File: src/design/mips_pkg.sv
package mips_pkg;

	//////////////////////////////////////////////////////////////////////
	// Widths
	//////////////////////////////////////////////////////////////////////

	localparam int DATA_W   = 32;
	localparam int REG_AW   = 5;
	localparam int NUM_REGS = 32;

	// Major opcodes, bits 31:26
	localparam logic [5:0] OP_RTYPE = 6'h00;
	localparam logic [5:0] OP_LW    = 6'h23;
	localparam logic [5:0] OP_SW    = 6'h2b;
	localparam logic [5:0] OP_BEQ   = 6'h04;
	localparam logic [5:0] OP_ADDI  = 6'h08;
	localparam logic [5:0] OP_J     = 6'h02;

	// R-type function codes, bits 5:0
	localparam logic [5:0] FN_ADD = 6'h20;
	localparam logic [5:0] FN_SUB = 6'h22;
	localparam logic [5:0] FN_AND = 6'h24;
	localparam logic [5:0] FN_OR  = 6'h25;
	localparam logic [5:0] FN_SLT = 6'h2a;
	localparam logic [5:0] FN_SLL = 6'h00;
	localparam logic [5:0] FN_SRL = 6'h02;

	// ALU operations seen by the execute stage
	localparam logic [2:0] ALU_ADD = 3'd0;
	localparam logic [2:0] ALU_SUB = 3'd1;
	localparam logic [2:0] ALU_AND = 3'd2;
	localparam logic [2:0] ALU_OR  = 3'd3;
	localparam logic [2:0] ALU_SLT = 3'd4;
	localparam logic [2:0] ALU_SLL = 3'd5;
	localparam logic [2:0] ALU_SRL = 3'd6;

	//////////////////////////////////////////////////////////////////////
	// Instruction formats
	//////////////////////////////////////////////////////////////////////

	typedef struct packed {
		logic [5:0]        opcode;
		logic [REG_AW-1:0] rs;
		logic [REG_AW-1:0] rt;
		logic [REG_AW-1:0] rd;
		logic [4:0]        shamt;
		logic [5:0]        funct;
	} r_fmt_t;

	typedef struct packed {
		logic [5:0]        opcode;
		logic [REG_AW-1:0] rs;
		logic [REG_AW-1:0] rt;
		logic [15:0]       imm;
	} i_fmt_t;

	typedef struct packed {
		logic [5:0]  opcode;
		logic [25:0] target;
	} j_fmt_t;

	// Same 32-bit word, three views
	typedef union packed {
		r_fmt_t r;
		i_fmt_t i;
		j_fmt_t j;
	} instr_u;

	//////////////////////////////////////////////////////////////////////
	// Control groups and stage bundle
	//////////////////////////////////////////////////////////////////////

	typedef struct packed {
		logic       reg_dst;
		logic       alu_src;
		logic [2:0] alu_op;
	} ex_ctrl_t;

	typedef struct packed {
		logic branch;
		logic mem_read;
		logic mem_write;
	} mem_ctrl_t;

	typedef struct packed {
		logic reg_write;
		logic mem_to_reg;
	} wb_ctrl_t;

	typedef struct packed {
		ex_ctrl_t  ex;
		mem_ctrl_t mem;
		wb_ctrl_t  wb;
		logic      illegal;
	} ctrl_t;

	typedef struct packed {
		logic              we;
		logic [REG_AW-1:0] addr;
		logic [DATA_W-1:0] data;
	} wb_port_t;

	typedef struct packed {
		logic [DATA_W-1:0] pc_branch;
		logic [DATA_W-1:0] pc_jump;
		logic [DATA_W-1:0] reg1;
		logic [DATA_W-1:0] reg2;
		logic [DATA_W-1:0] sign_ext;
		logic [REG_AW-1:0] rt;
		logic [REG_AW-1:0] rd;
		logic [REG_AW-1:0] shamt;
		ctrl_t             ctrl;
	} id_ex_t;

endpackage
File: src/design/decode_top.sv
`timescale 1ns/10ps

module decode_top (
	input                                   clk,
	input                                   arst_n,
	input        [mips_pkg::DATA_W-1:0]     pc_next,
	input  mips_pkg::instr_u                instr,
	input  mips_pkg::wb_port_t              wb,
	input                                   stall,
	input                                   flush,
	output mips_pkg::id_ex_t                id_ex
);

	// Combinational decode result ahead of the stage register
	mips_pkg::id_ex_t id_bundle;

	decode u_decode (
		.clk       (clk),
		.arst_n    (arst_n),
		.pc_next   (pc_next),
		.instr     (instr),
		.wb        (wb),
		.id_bundle (id_bundle)
	);

	id_ex_reg u_id_ex_reg (
		.clk       (clk),
		.arst_n    (arst_n),
		.stall     (stall),
		.flush     (flush),
		.id_bundle (id_bundle),
		.id_ex     (id_ex)
	);

endmodule

File: src/design/id_ex_reg.sv
`timescale 1ns/10ps

module id_ex_reg (
	input                    clk,
	input                    arst_n,
	input                    stall,
	input                    flush,
	input  mips_pkg::id_ex_t id_bundle,
	output mips_pkg::id_ex_t id_ex
);

	//////////////////////////////////////////////////////////////////////
	// Stage register
	//////////////////////////////////////////////////////////////////////

	// Flush takes priority, a bubble goes in even while stalled
	always_ff @(posedge clk or negedge arst_n)
	begin
		if (!arst_n)
		begin
			id_ex <= '0;
		end
		else if (flush)
		begin
			id_ex <= '0;
		end
		else if (!stall)
		begin
			id_ex <= id_bundle;
		end
	end

	//////////////////////////////////////////////////////////////////////
	// Checks
	//////////////////////////////////////////////////////////////////////

	// Bubble carries no control into execute
	flush_bubble_a: assert property (@(posedge clk) disable iff (!arst_n)
		flush |=> (id_ex.ctrl == '0))
		else $error("id_ex_reg: control not cleared after flush");

	// Held bundle does not move under stall
	stall_hold_a: assert property (@(posedge clk) disable iff (!arst_n)
		(stall && !flush) |=> $stable(id_ex))
		else $error("id_ex_reg: bundle changed during stall");

endmodule

File: src/design/decode.sv
`timescale 1ns/10ps

module decode (
	input                                   clk,
	input                                   arst_n,
	input        [mips_pkg::DATA_W-1:0]     pc_next,
	input  mips_pkg::instr_u                instr,
	input  mips_pkg::wb_port_t              wb,
	output mips_pkg::id_ex_t                id_bundle
);

	mips_pkg::ctrl_t             ctrl;
	logic [mips_pkg::DATA_W-1:0] rs_data;
	logic [mips_pkg::DATA_W-1:0] rt_data;

	//////////////////////////////////////////////////////////////////////
	// Control and register file
	//////////////////////////////////////////////////////////////////////

	control u_control (
		.instr (instr),
		.ctrl  (ctrl)
	);

	registers u_registers (
		.clk     (clk),
		.arst_n  (arst_n),
		.rs_addr (instr.r.rs),
		.rt_addr (instr.r.rt),
		.wb      (wb),
		.rs_data (rs_data),
		.rt_data (rt_data)
	);

	//////////////////////////////////////////////////////////////////////
	// Bundle assembly
	//////////////////////////////////////////////////////////////////////

	always_comb
	begin
		id_bundle.pc_branch = pc_next;

		// Region of the next PC plus word-aligned target
		id_bundle.pc_jump = {pc_next[31:28], instr.j.target, 2'b00};

		id_bundle.reg1 = rs_data;
		id_bundle.reg2 = rt_data;

		// Immediate, sign-extended from 16 bits
		id_bundle.sign_ext = {{16{instr.i.imm[15]}}, instr.i.imm};

		id_bundle.rt    = instr.r.rt;
		id_bundle.rd    = instr.r.rd;
		id_bundle.shamt = instr.r.shamt;
		id_bundle.ctrl  = ctrl;
	end

endmodule

File: src/design/registers.sv
`timescale 1ns/10ps

module registers (
	input                                   clk,
	input                                   arst_n,
	input        [mips_pkg::REG_AW-1:0]     rs_addr,
	input        [mips_pkg::REG_AW-1:0]     rt_addr,
	input  mips_pkg::wb_port_t              wb,
	output logic [mips_pkg::DATA_W-1:0]     rs_data,
	output logic [mips_pkg::DATA_W-1:0]     rt_data
);

	// Entry zero is cleared by reset and skipped by the write port
	logic [mips_pkg::DATA_W-1:0] regs [0:mips_pkg::NUM_REGS-1];

	//////////////////////////////////////////////////////////////////////
	// Write port
	//////////////////////////////////////////////////////////////////////

	always_ff @(posedge clk or negedge arst_n)
	begin
		if (!arst_n)
		begin
			for (int k = 0; k < mips_pkg::NUM_REGS; k++)
				regs[k] <= '0;
		end
		else if (wb.we && (wb.addr != '0))
		begin
			regs[wb.addr] <= wb.data;
		end
	end

	//////////////////////////////////////////////////////////////////////
	// Read ports without write bypass
	//////////////////////////////////////////////////////////////////////

	assign rs_data = regs[rs_addr];
	assign rt_data = regs[rt_addr];

	// r0 reads zero on both ports even after a write aimed at it
	zero_read_a: assert property (@(posedge clk) disable iff (!arst_n)
		((rs_addr == '0) |-> (rs_data == '0)) and ((rt_addr == '0) |-> (rt_data == '0)))
		else $error("registers: r0 read returned nonzero");

endmodule

File: src/design/control.sv
`timescale 1ns/10ps

module control (
	input  mips_pkg::instr_u instr,
	output mips_pkg::ctrl_t  ctrl
);

	logic       is_nop;
	logic       fn_ok;
	logic [2:0] fn_op;

	// All-zero word decodes as sll r0 but is treated as a plain nop
	assign is_nop = (instr == '0);

	//////////////////////////////////////////////////////////////////////
	// Funct decode for R-type
	//////////////////////////////////////////////////////////////////////

	always_comb
	begin
		fn_ok = 1'b1;
		case (instr.r.funct)
			mips_pkg::FN_ADD: fn_op = mips_pkg::ALU_ADD;
			mips_pkg::FN_SUB: fn_op = mips_pkg::ALU_SUB;
			mips_pkg::FN_AND: fn_op = mips_pkg::ALU_AND;
			mips_pkg::FN_OR:  fn_op = mips_pkg::ALU_OR;
			mips_pkg::FN_SLT: fn_op = mips_pkg::ALU_SLT;
			mips_pkg::FN_SLL: fn_op = mips_pkg::ALU_SLL;
			mips_pkg::FN_SRL: fn_op = mips_pkg::ALU_SRL;
			default:
			begin
				fn_op = mips_pkg::ALU_ADD;
				fn_ok = 1'b0;
			end
		endcase
	end

	//////////////////////////////////////////////////////////////////////
	// Main decode
	//////////////////////////////////////////////////////////////////////

	always_comb
	begin
		ctrl = '0;
		if (!is_nop)
		begin
			case (instr.r.opcode)
				mips_pkg::OP_RTYPE:
				begin
					if (fn_ok)
					begin
						ctrl.ex.reg_dst   = 1'b1;
						ctrl.ex.alu_op    = fn_op;
						ctrl.wb.reg_write = 1'b1;
					end
					else
						ctrl.illegal = 1'b1;
				end
				mips_pkg::OP_LW:
				begin
					ctrl.ex.alu_src    = 1'b1;
					ctrl.ex.alu_op     = mips_pkg::ALU_ADD;
					ctrl.mem.mem_read  = 1'b1;
					ctrl.wb.reg_write  = 1'b1;
					ctrl.wb.mem_to_reg = 1'b1;
				end
				mips_pkg::OP_SW:
				begin
					ctrl.ex.alu_src    = 1'b1;
					ctrl.ex.alu_op     = mips_pkg::ALU_ADD;
					ctrl.mem.mem_write = 1'b1;
				end
				mips_pkg::OP_BEQ:
				begin
					ctrl.ex.alu_op  = mips_pkg::ALU_SUB;
					ctrl.mem.branch = 1'b1;
				end
				mips_pkg::OP_ADDI:
				begin
					ctrl.ex.alu_src   = 1'b1;
					ctrl.ex.alu_op    = mips_pkg::ALU_ADD;
					ctrl.wb.reg_write = 1'b1;
				end
				// Jump target is formed in decode, nothing to enable here
				mips_pkg::OP_J: ctrl = '0;
				default: ctrl.illegal = 1'b1;
			endcase
		end
	end

	// A load and a store never share one instruction
	mem_excl_a: assert #0 (!(ctrl.mem.mem_read && ctrl.mem.mem_write))
		else $error("control: mem_read and mem_write both high");

endmodule

File: config.mk
export PLATFORM = sky130hd
export DESIGN_NAME = decode_top
export DESIGN_NICKNAME = d
export VERILOG_FILES = /design/src/design/mips_pkg.sv /design/src/design/decode_top.sv /design/src/design/id_ex_reg.sv /design/src/design/decode.sv /design/src/design/registers.sv /design/src/design/control.sv
export SDC_FILE = /design/constraint.sdc
export NUM_CORES = 2
export LEC_CHECK = 0
export BUFFER_PORTS_ARGS = -buffer_cell sky130_fd_sc_hd__clkbuf_2
export CAP_MARGIN = 5
export CORE_MARGIN = 4
export CORE_UTILIZATION = 50
export CTS_CLUSTER_DIAMETER = 200
export DETAILED_ROUTE_END_ITERATION = 6
export MAX_ROUTING_LAYER = met4
export PLACE_DENSITY = 0.67
export SYNTH_ARGS = -nofsm -noshare
export SYNTH_HDL_FRONTEND = slang
export SYNTH_SLANG_ARGS = --single-unit
File: constraint.sdc
create_clock -name clk -period 1.55 [get_ports clk]
set_input_delay 0.3875 -clock clk [delete_from_list [all_inputs] [get_ports clk]]
set_output_delay 0.3875 -clock clk [all_outputs]
set_load 0.05 [all_outputs]
Word level (Yosys, flattened, before mapping) --
Index checks and enable logic that the tools add are counted.
Operators by class: bitwise logic cells 3, add/subtract/negate cells 0, muxes and demuxes 25, divide/modulo/power cells 0, multipliers 0, $lt $le $gt $ge 4, equality and inequality tests 12, shift operators 0, reductions and logical operators 10
Operators with widths (number):
- 1024-bit bitwise mux | 1
- 186-bit 2-to-1 mux | 2
- 32-bit binary-select mux with 5-bit select | 2
- 32-bit demux with 5-bit select | 1
- 32-bit 2-to-1 mux | 5
- 6-bit equality test (second input constant) | 7
- 32-bit logical NOT | 1
- 6-bit greater-or-equal comparator (second input constant) | 3
- 5-bit inverter with 6-bit output | 3
- 3-bit case mux with 6 select lines | 1
- 6-bit by 2-bit equality test with 1-bit output (second input constant) | 2
- 6-bit logical NOT | 2
- 11-bit 2-to-1 mux | 1
- 1-bit 2-to-1 mux | 8
- 7-bit OR reduction | 1
- 6-bit by 3-bit equality test with 1-bit output (second input constant) | 1
- 6-bit by 4-bit equality test with 1-bit output (second input constant) | 1
- 6-bit by 1-bit less-than comparator with 1-bit output (second input constant) | 1
- 3-bit case mux with 2 select lines | 1
- 5-bit nonzero test | 1
- 5-bit OR reduction | 1
- 1-bit case mux with 2 select lines | 2
- 3-bit 2-to-1 mux | 1
- 3-bit OR reduction | 1
- 3 further kinds | 4
Word-level totals: memory bits (read-only) 0, logic and storage cells 103, memories kept 0, latch bits 0, output and inout port bits 186, register bits after elaboration 1210, bits in writable memories 0

Longest topological paths before layout --
depth in word-level cells 8, depth in mapped cells 9, gate-level depth less buffers 5

Modules after synthesis --
A second synthesis with hierarchy kept.
Second synthesis, totals: cell total of the unflattened synthesis 5362, area total of the unflattened synthesis 64684.5 µm²
By module, submodules not included:
- registers | area an instance 55942.4 µm², instances 1, cells each 4601
- id_ex_reg | area an instance 7582.3 µm², instances 1, cells each 600
- decode | area an instance 837.1 µm², instances 1, cells each 112
- control | area an instance 322.8 µm², instances 1, cells each 49

Least setup slack after synthesis --
OpenSTA, ideal clock, no wires.
path kind input to register, from input port instr[16] in the netlist's numbering, to register u_id_ex_reg.id_ex[59] (netlist name), arrival time 1.905 ns, slack -0.494 ns, stages 6, library setup time 0.138 ns, path through buf_2 -> buf_4 -> buf_2 -> mux4_2 -> a221oi_1 -> o211ai_1
Between the ends: cells in the longest elaborated chain, start to end 6
RTL lines:
- from (decl) | line decode_top.sv:7 | input mips_pkg::instr_u instr,
- 5-bit inverter with 6-bit output (implied by the code) | line registers.sv:38 | assign rt_data = regs[rt_addr];
- 32-bit binary-select mux with 5-bit select | line registers.sv:38
- 32-bit 2-to-1 mux (implied by the code) (2 in series) | line registers.sv:38
- 186-bit 2-to-1 mux | line id_ex_reg.sv:27 | else if (!stall)
- 186-bit 2-to-1 mux | line id_ex_reg.sv:23 | else if (flush)
Every way passes these cells. The select of a mux whose other input is x is not followed. A chain may end at the register's enable or synchronous reset.

==> out/metrics.cfg <==
[clock_network]
clkLatencyLatePin_ns = 0.76
root_buffer = clkbuf_16
cts_tree = yes
clockBufferDepth = 3
htreeDepth = 4
cts_buffers = 130
cts.clk_slew.worst_paths_ns = 0.06
clkSinkCount = 1156

[floorplanning]
ios = 292
die_h_um = 354
fp-row-count = 126
die_x_um = 354
core_area_um2 = 118000
die_area_um2 = 125000
initial_utilization = 0.505

[placement]
port_buffers = 289
place.gp.congestion = 0.967
dp_hpwl_mm = 131
placed_area_um2 = 68200

[pwr]
switching_share = 0.275
pwr-share-clk = 0.338
power_w = 0.0915
seqPwrFrac = 0.434
power_density_nw_per_um2 = 1210
combPwrFrac = 0.227
p_sw_w = 0.0251
power.internal_w = 0.0664
cellLeakagePower_nw = 34.0
peakVddDrop_v = 0.00110

[synth]
ys_ff_latch = 1156
yosys_warnings = 0
yosysUniqueCellTypes = 60
syn_inst = 4002
syn_area_um2 = 59700
ys.flop_type = dfrtp_1
synth-edff-count = 0
syn_area_per_cell_um2 = 14.9
ys_async_sr_fraction = 1.00
synth-seq-area-share = 0.485

[routing]
ant_nets = 0
firstDrtPassIters = 6
vias = 40900
wire_per_inst_um = 31.2
post-route-drc-count = 0
via_per_inst = 6.48
first_iter_violations = 3727
routed_wl_mm = 197

[final_layout]
largest_reg_flops = 1024
utilization = 0.642
fin_nets = 4783
layout-drive-gt1-share = 0.604
nFillCells = 8366
area_growth_pct = 27.1
most-common-layout-cells = dfrtp_1, mux2_2, buf_4
mostFrequentLayoutCell = dfrtp_1
design_area_um2 = 75900

[timing]
max_freq_ghz = 0.518
max_slew_margin = 0.544
finalHoldViolCount = 0
tightest_slew_ns = 0.681
setup_viol = 232
fin_crit_sh = 1.24
setup_slack_ns = -0.379
rsz0062_at_grt = true
finClkSkew_ns = 0.0270
period_minus_slack_ns = 1.93
final-max-slew-violation-count = 0

[grt]
grt_pass1_vias = 43000
antenna_found_initial = 9
overflow = 0
grt_max_degree = 63
grt_pass1_wl_mm = 292
grt_use_total = 0.324

[worst_setup_path]
critPathCaptureType = output port
startpoint_type = flip-flop
crit_fanout = 10
path_class = reg -> out
required_ns = 1.16
critical_path_arrival_ns = 1.54

[status]
violations = negative setup slack
outcome = finished with violations

[run]
maxCapViolCount = 0

[worst_hold_path]
hold_path.class = in -> reg

==> power by group through the flow <==
stage	clock, W	combinational (W)	sequential [W]
6_report	0.0310	0.0208	0.0397
5_1_grt	0.0326	0.0221	0.0403
4_1_cts	0.0314	0.0204	0.0394
3_5_place_dp	0	0.0193	0.0399
3_3_place_gp	0	0.0188	0.0396
2_1_floorplan	0	0.0131	0.0393
==> synth_stat cells, types with 3 or more instances <==
cell / number / area, µm²
a211o_1: 23 / 201
a21oi_1: 21 / 105
a221oi_1: 54 / 473
a22o_1: 11 / 96.3
a31oi_1: 23 / 144
and3_1: 3 / 18.8
buf_1: 63 / 236
buf_2: 114 / 571
buf_4: 91 / 683
buf_6: 11 / 124
clkbuf_1: 205 / 769
dfrtp_1: 1156 / 28900
mux2_1: 28 / 315
mux2_2: 1031 / 11600
mux2i_1: 186 / 1860
mux4_2: 487 / 11000
nand2_1: 125 / 469
nand2b_1: 5 / 31.3
nand3_1: 5 / 25.0
nand3b_1: 6 / 45.0
nor2_1: 101 / 379
nor2_2: 4 / 25.0
nor2b_1: 36 / 225
nor3_1: 8 / 40.0
nor3b_1: 8 / 60.1
nor4_1: 4 / 25.0
o211ai_1: 64 / 480
o21ai_0: 56 / 280
o21ai_1: 4 / 20.0
o22ai_1: 34 / 213
or3_1: 3 / 18.8
==> metal layers <==
layer / wire (µm) / vias to the layer above / GRT usage
li1: - / 16600 / -
met1: 80600 / 22100 / 0.425
met2: 93900 / 1836 / 0.499
met3: 15100 / 395 / 0.0724
met4: 7550 / 0 / 0.119
met5: 0 / - / -
==> what timing repair did <==
action | CTS | global route
endpoints found under the setup margin | 238 | 247
buffers inserted | 57 | 33
pin swaps | 45 | 44
gates cloned | 0 | 0
resized for setup | 437 | 228
endpoints found under the hold margin | 331 | 0
hold buffers | 42 | 0
==> worst max-delay path, stage by stage (launching register included) <==
cell	delay, ns
dfrtp_2	0.43
buf_8	0.16
clkbuf_8	0.18
==> area by class of cell <==
type / instances / area, µm² / area share
multi-input cells: 2361 / 29500 / 0.389
clock inverters: 41 / 467 / 0.00615
clock buffers: 186 / 3810 / 0.0502
well taps: 1536 / 1920 / 0.0253
flip-flops and latches: 1156 / 29000 / 0.382
repair buffers: 1026 / 11200 / 0.147
inverters: 2 / 7.51 / 0.0000990
diodes: 8 / 20.0 / 0.000264
==> stage by stage <==
stage | worst slack, ns | hold slack, ns | instances | setup TNS, ns
3_3_place_gp | -0.710 | 0.284 | 5950 | -388.52
4_1_cts | -0.389 | 0.000104 | 6275 | -49.49
6_report | -0.379 | 0.0614 | 6316 | -42.07
3_5_place_dp | -0.721 | 0.281 | 5950 | -405.71
5_1_grt | -0.410 | 0.0651 | 6316 | -50.65
2_1_floorplan | -0.336 | 0.0919 | 4003 | -44.08
==> path summary, 6_finish.rpt <==
kind / startpoint / to / slack, ns / cells after the start
min in group asynchronous: arst_n / u_decode.u_registers.regs[309]$_DFFE_PN0P_ / 0.11 / 2
max in group asynchronous: arst_n / u_decode.u_registers.regs[840]$_DFFE_PN0P_ / 0.57 / 4
min reg2reg: u_decode.u_registers.regs[1006]$_DFFE_PN0P_ / u_decode.u_registers.regs[1006]$_DFFE_PN0P_ / 0.39 / 0
max reg2reg: u_decode.u_registers.regs[190]$_DFFE_PN0P_ / u_id_ex_reg.id_ex[120]$_DFFE_PN0P_ / -0.20 / 5
min: instr[4] / u_id_ex_reg.id_ex[30]$_DFFE_PN0P_ / 0.06 / 4
max: u_id_ex_reg.id_ex[56]$_DFFE_PN0P_ / id_ex[52] / -0.38 / 2
==> logic make-up after synthesis <==
logic type	count (synthesis)	synth area share
simple gates	323	0.0250
compound gates	303	0.0355
buf+inv	486	0.0400
flops	1156	0.485
fa+ha+maj	1	0.000168
other cells	1	0.0000628
mux	1732	0.415
Note: power is estimated with default switching activity, not from simulation.
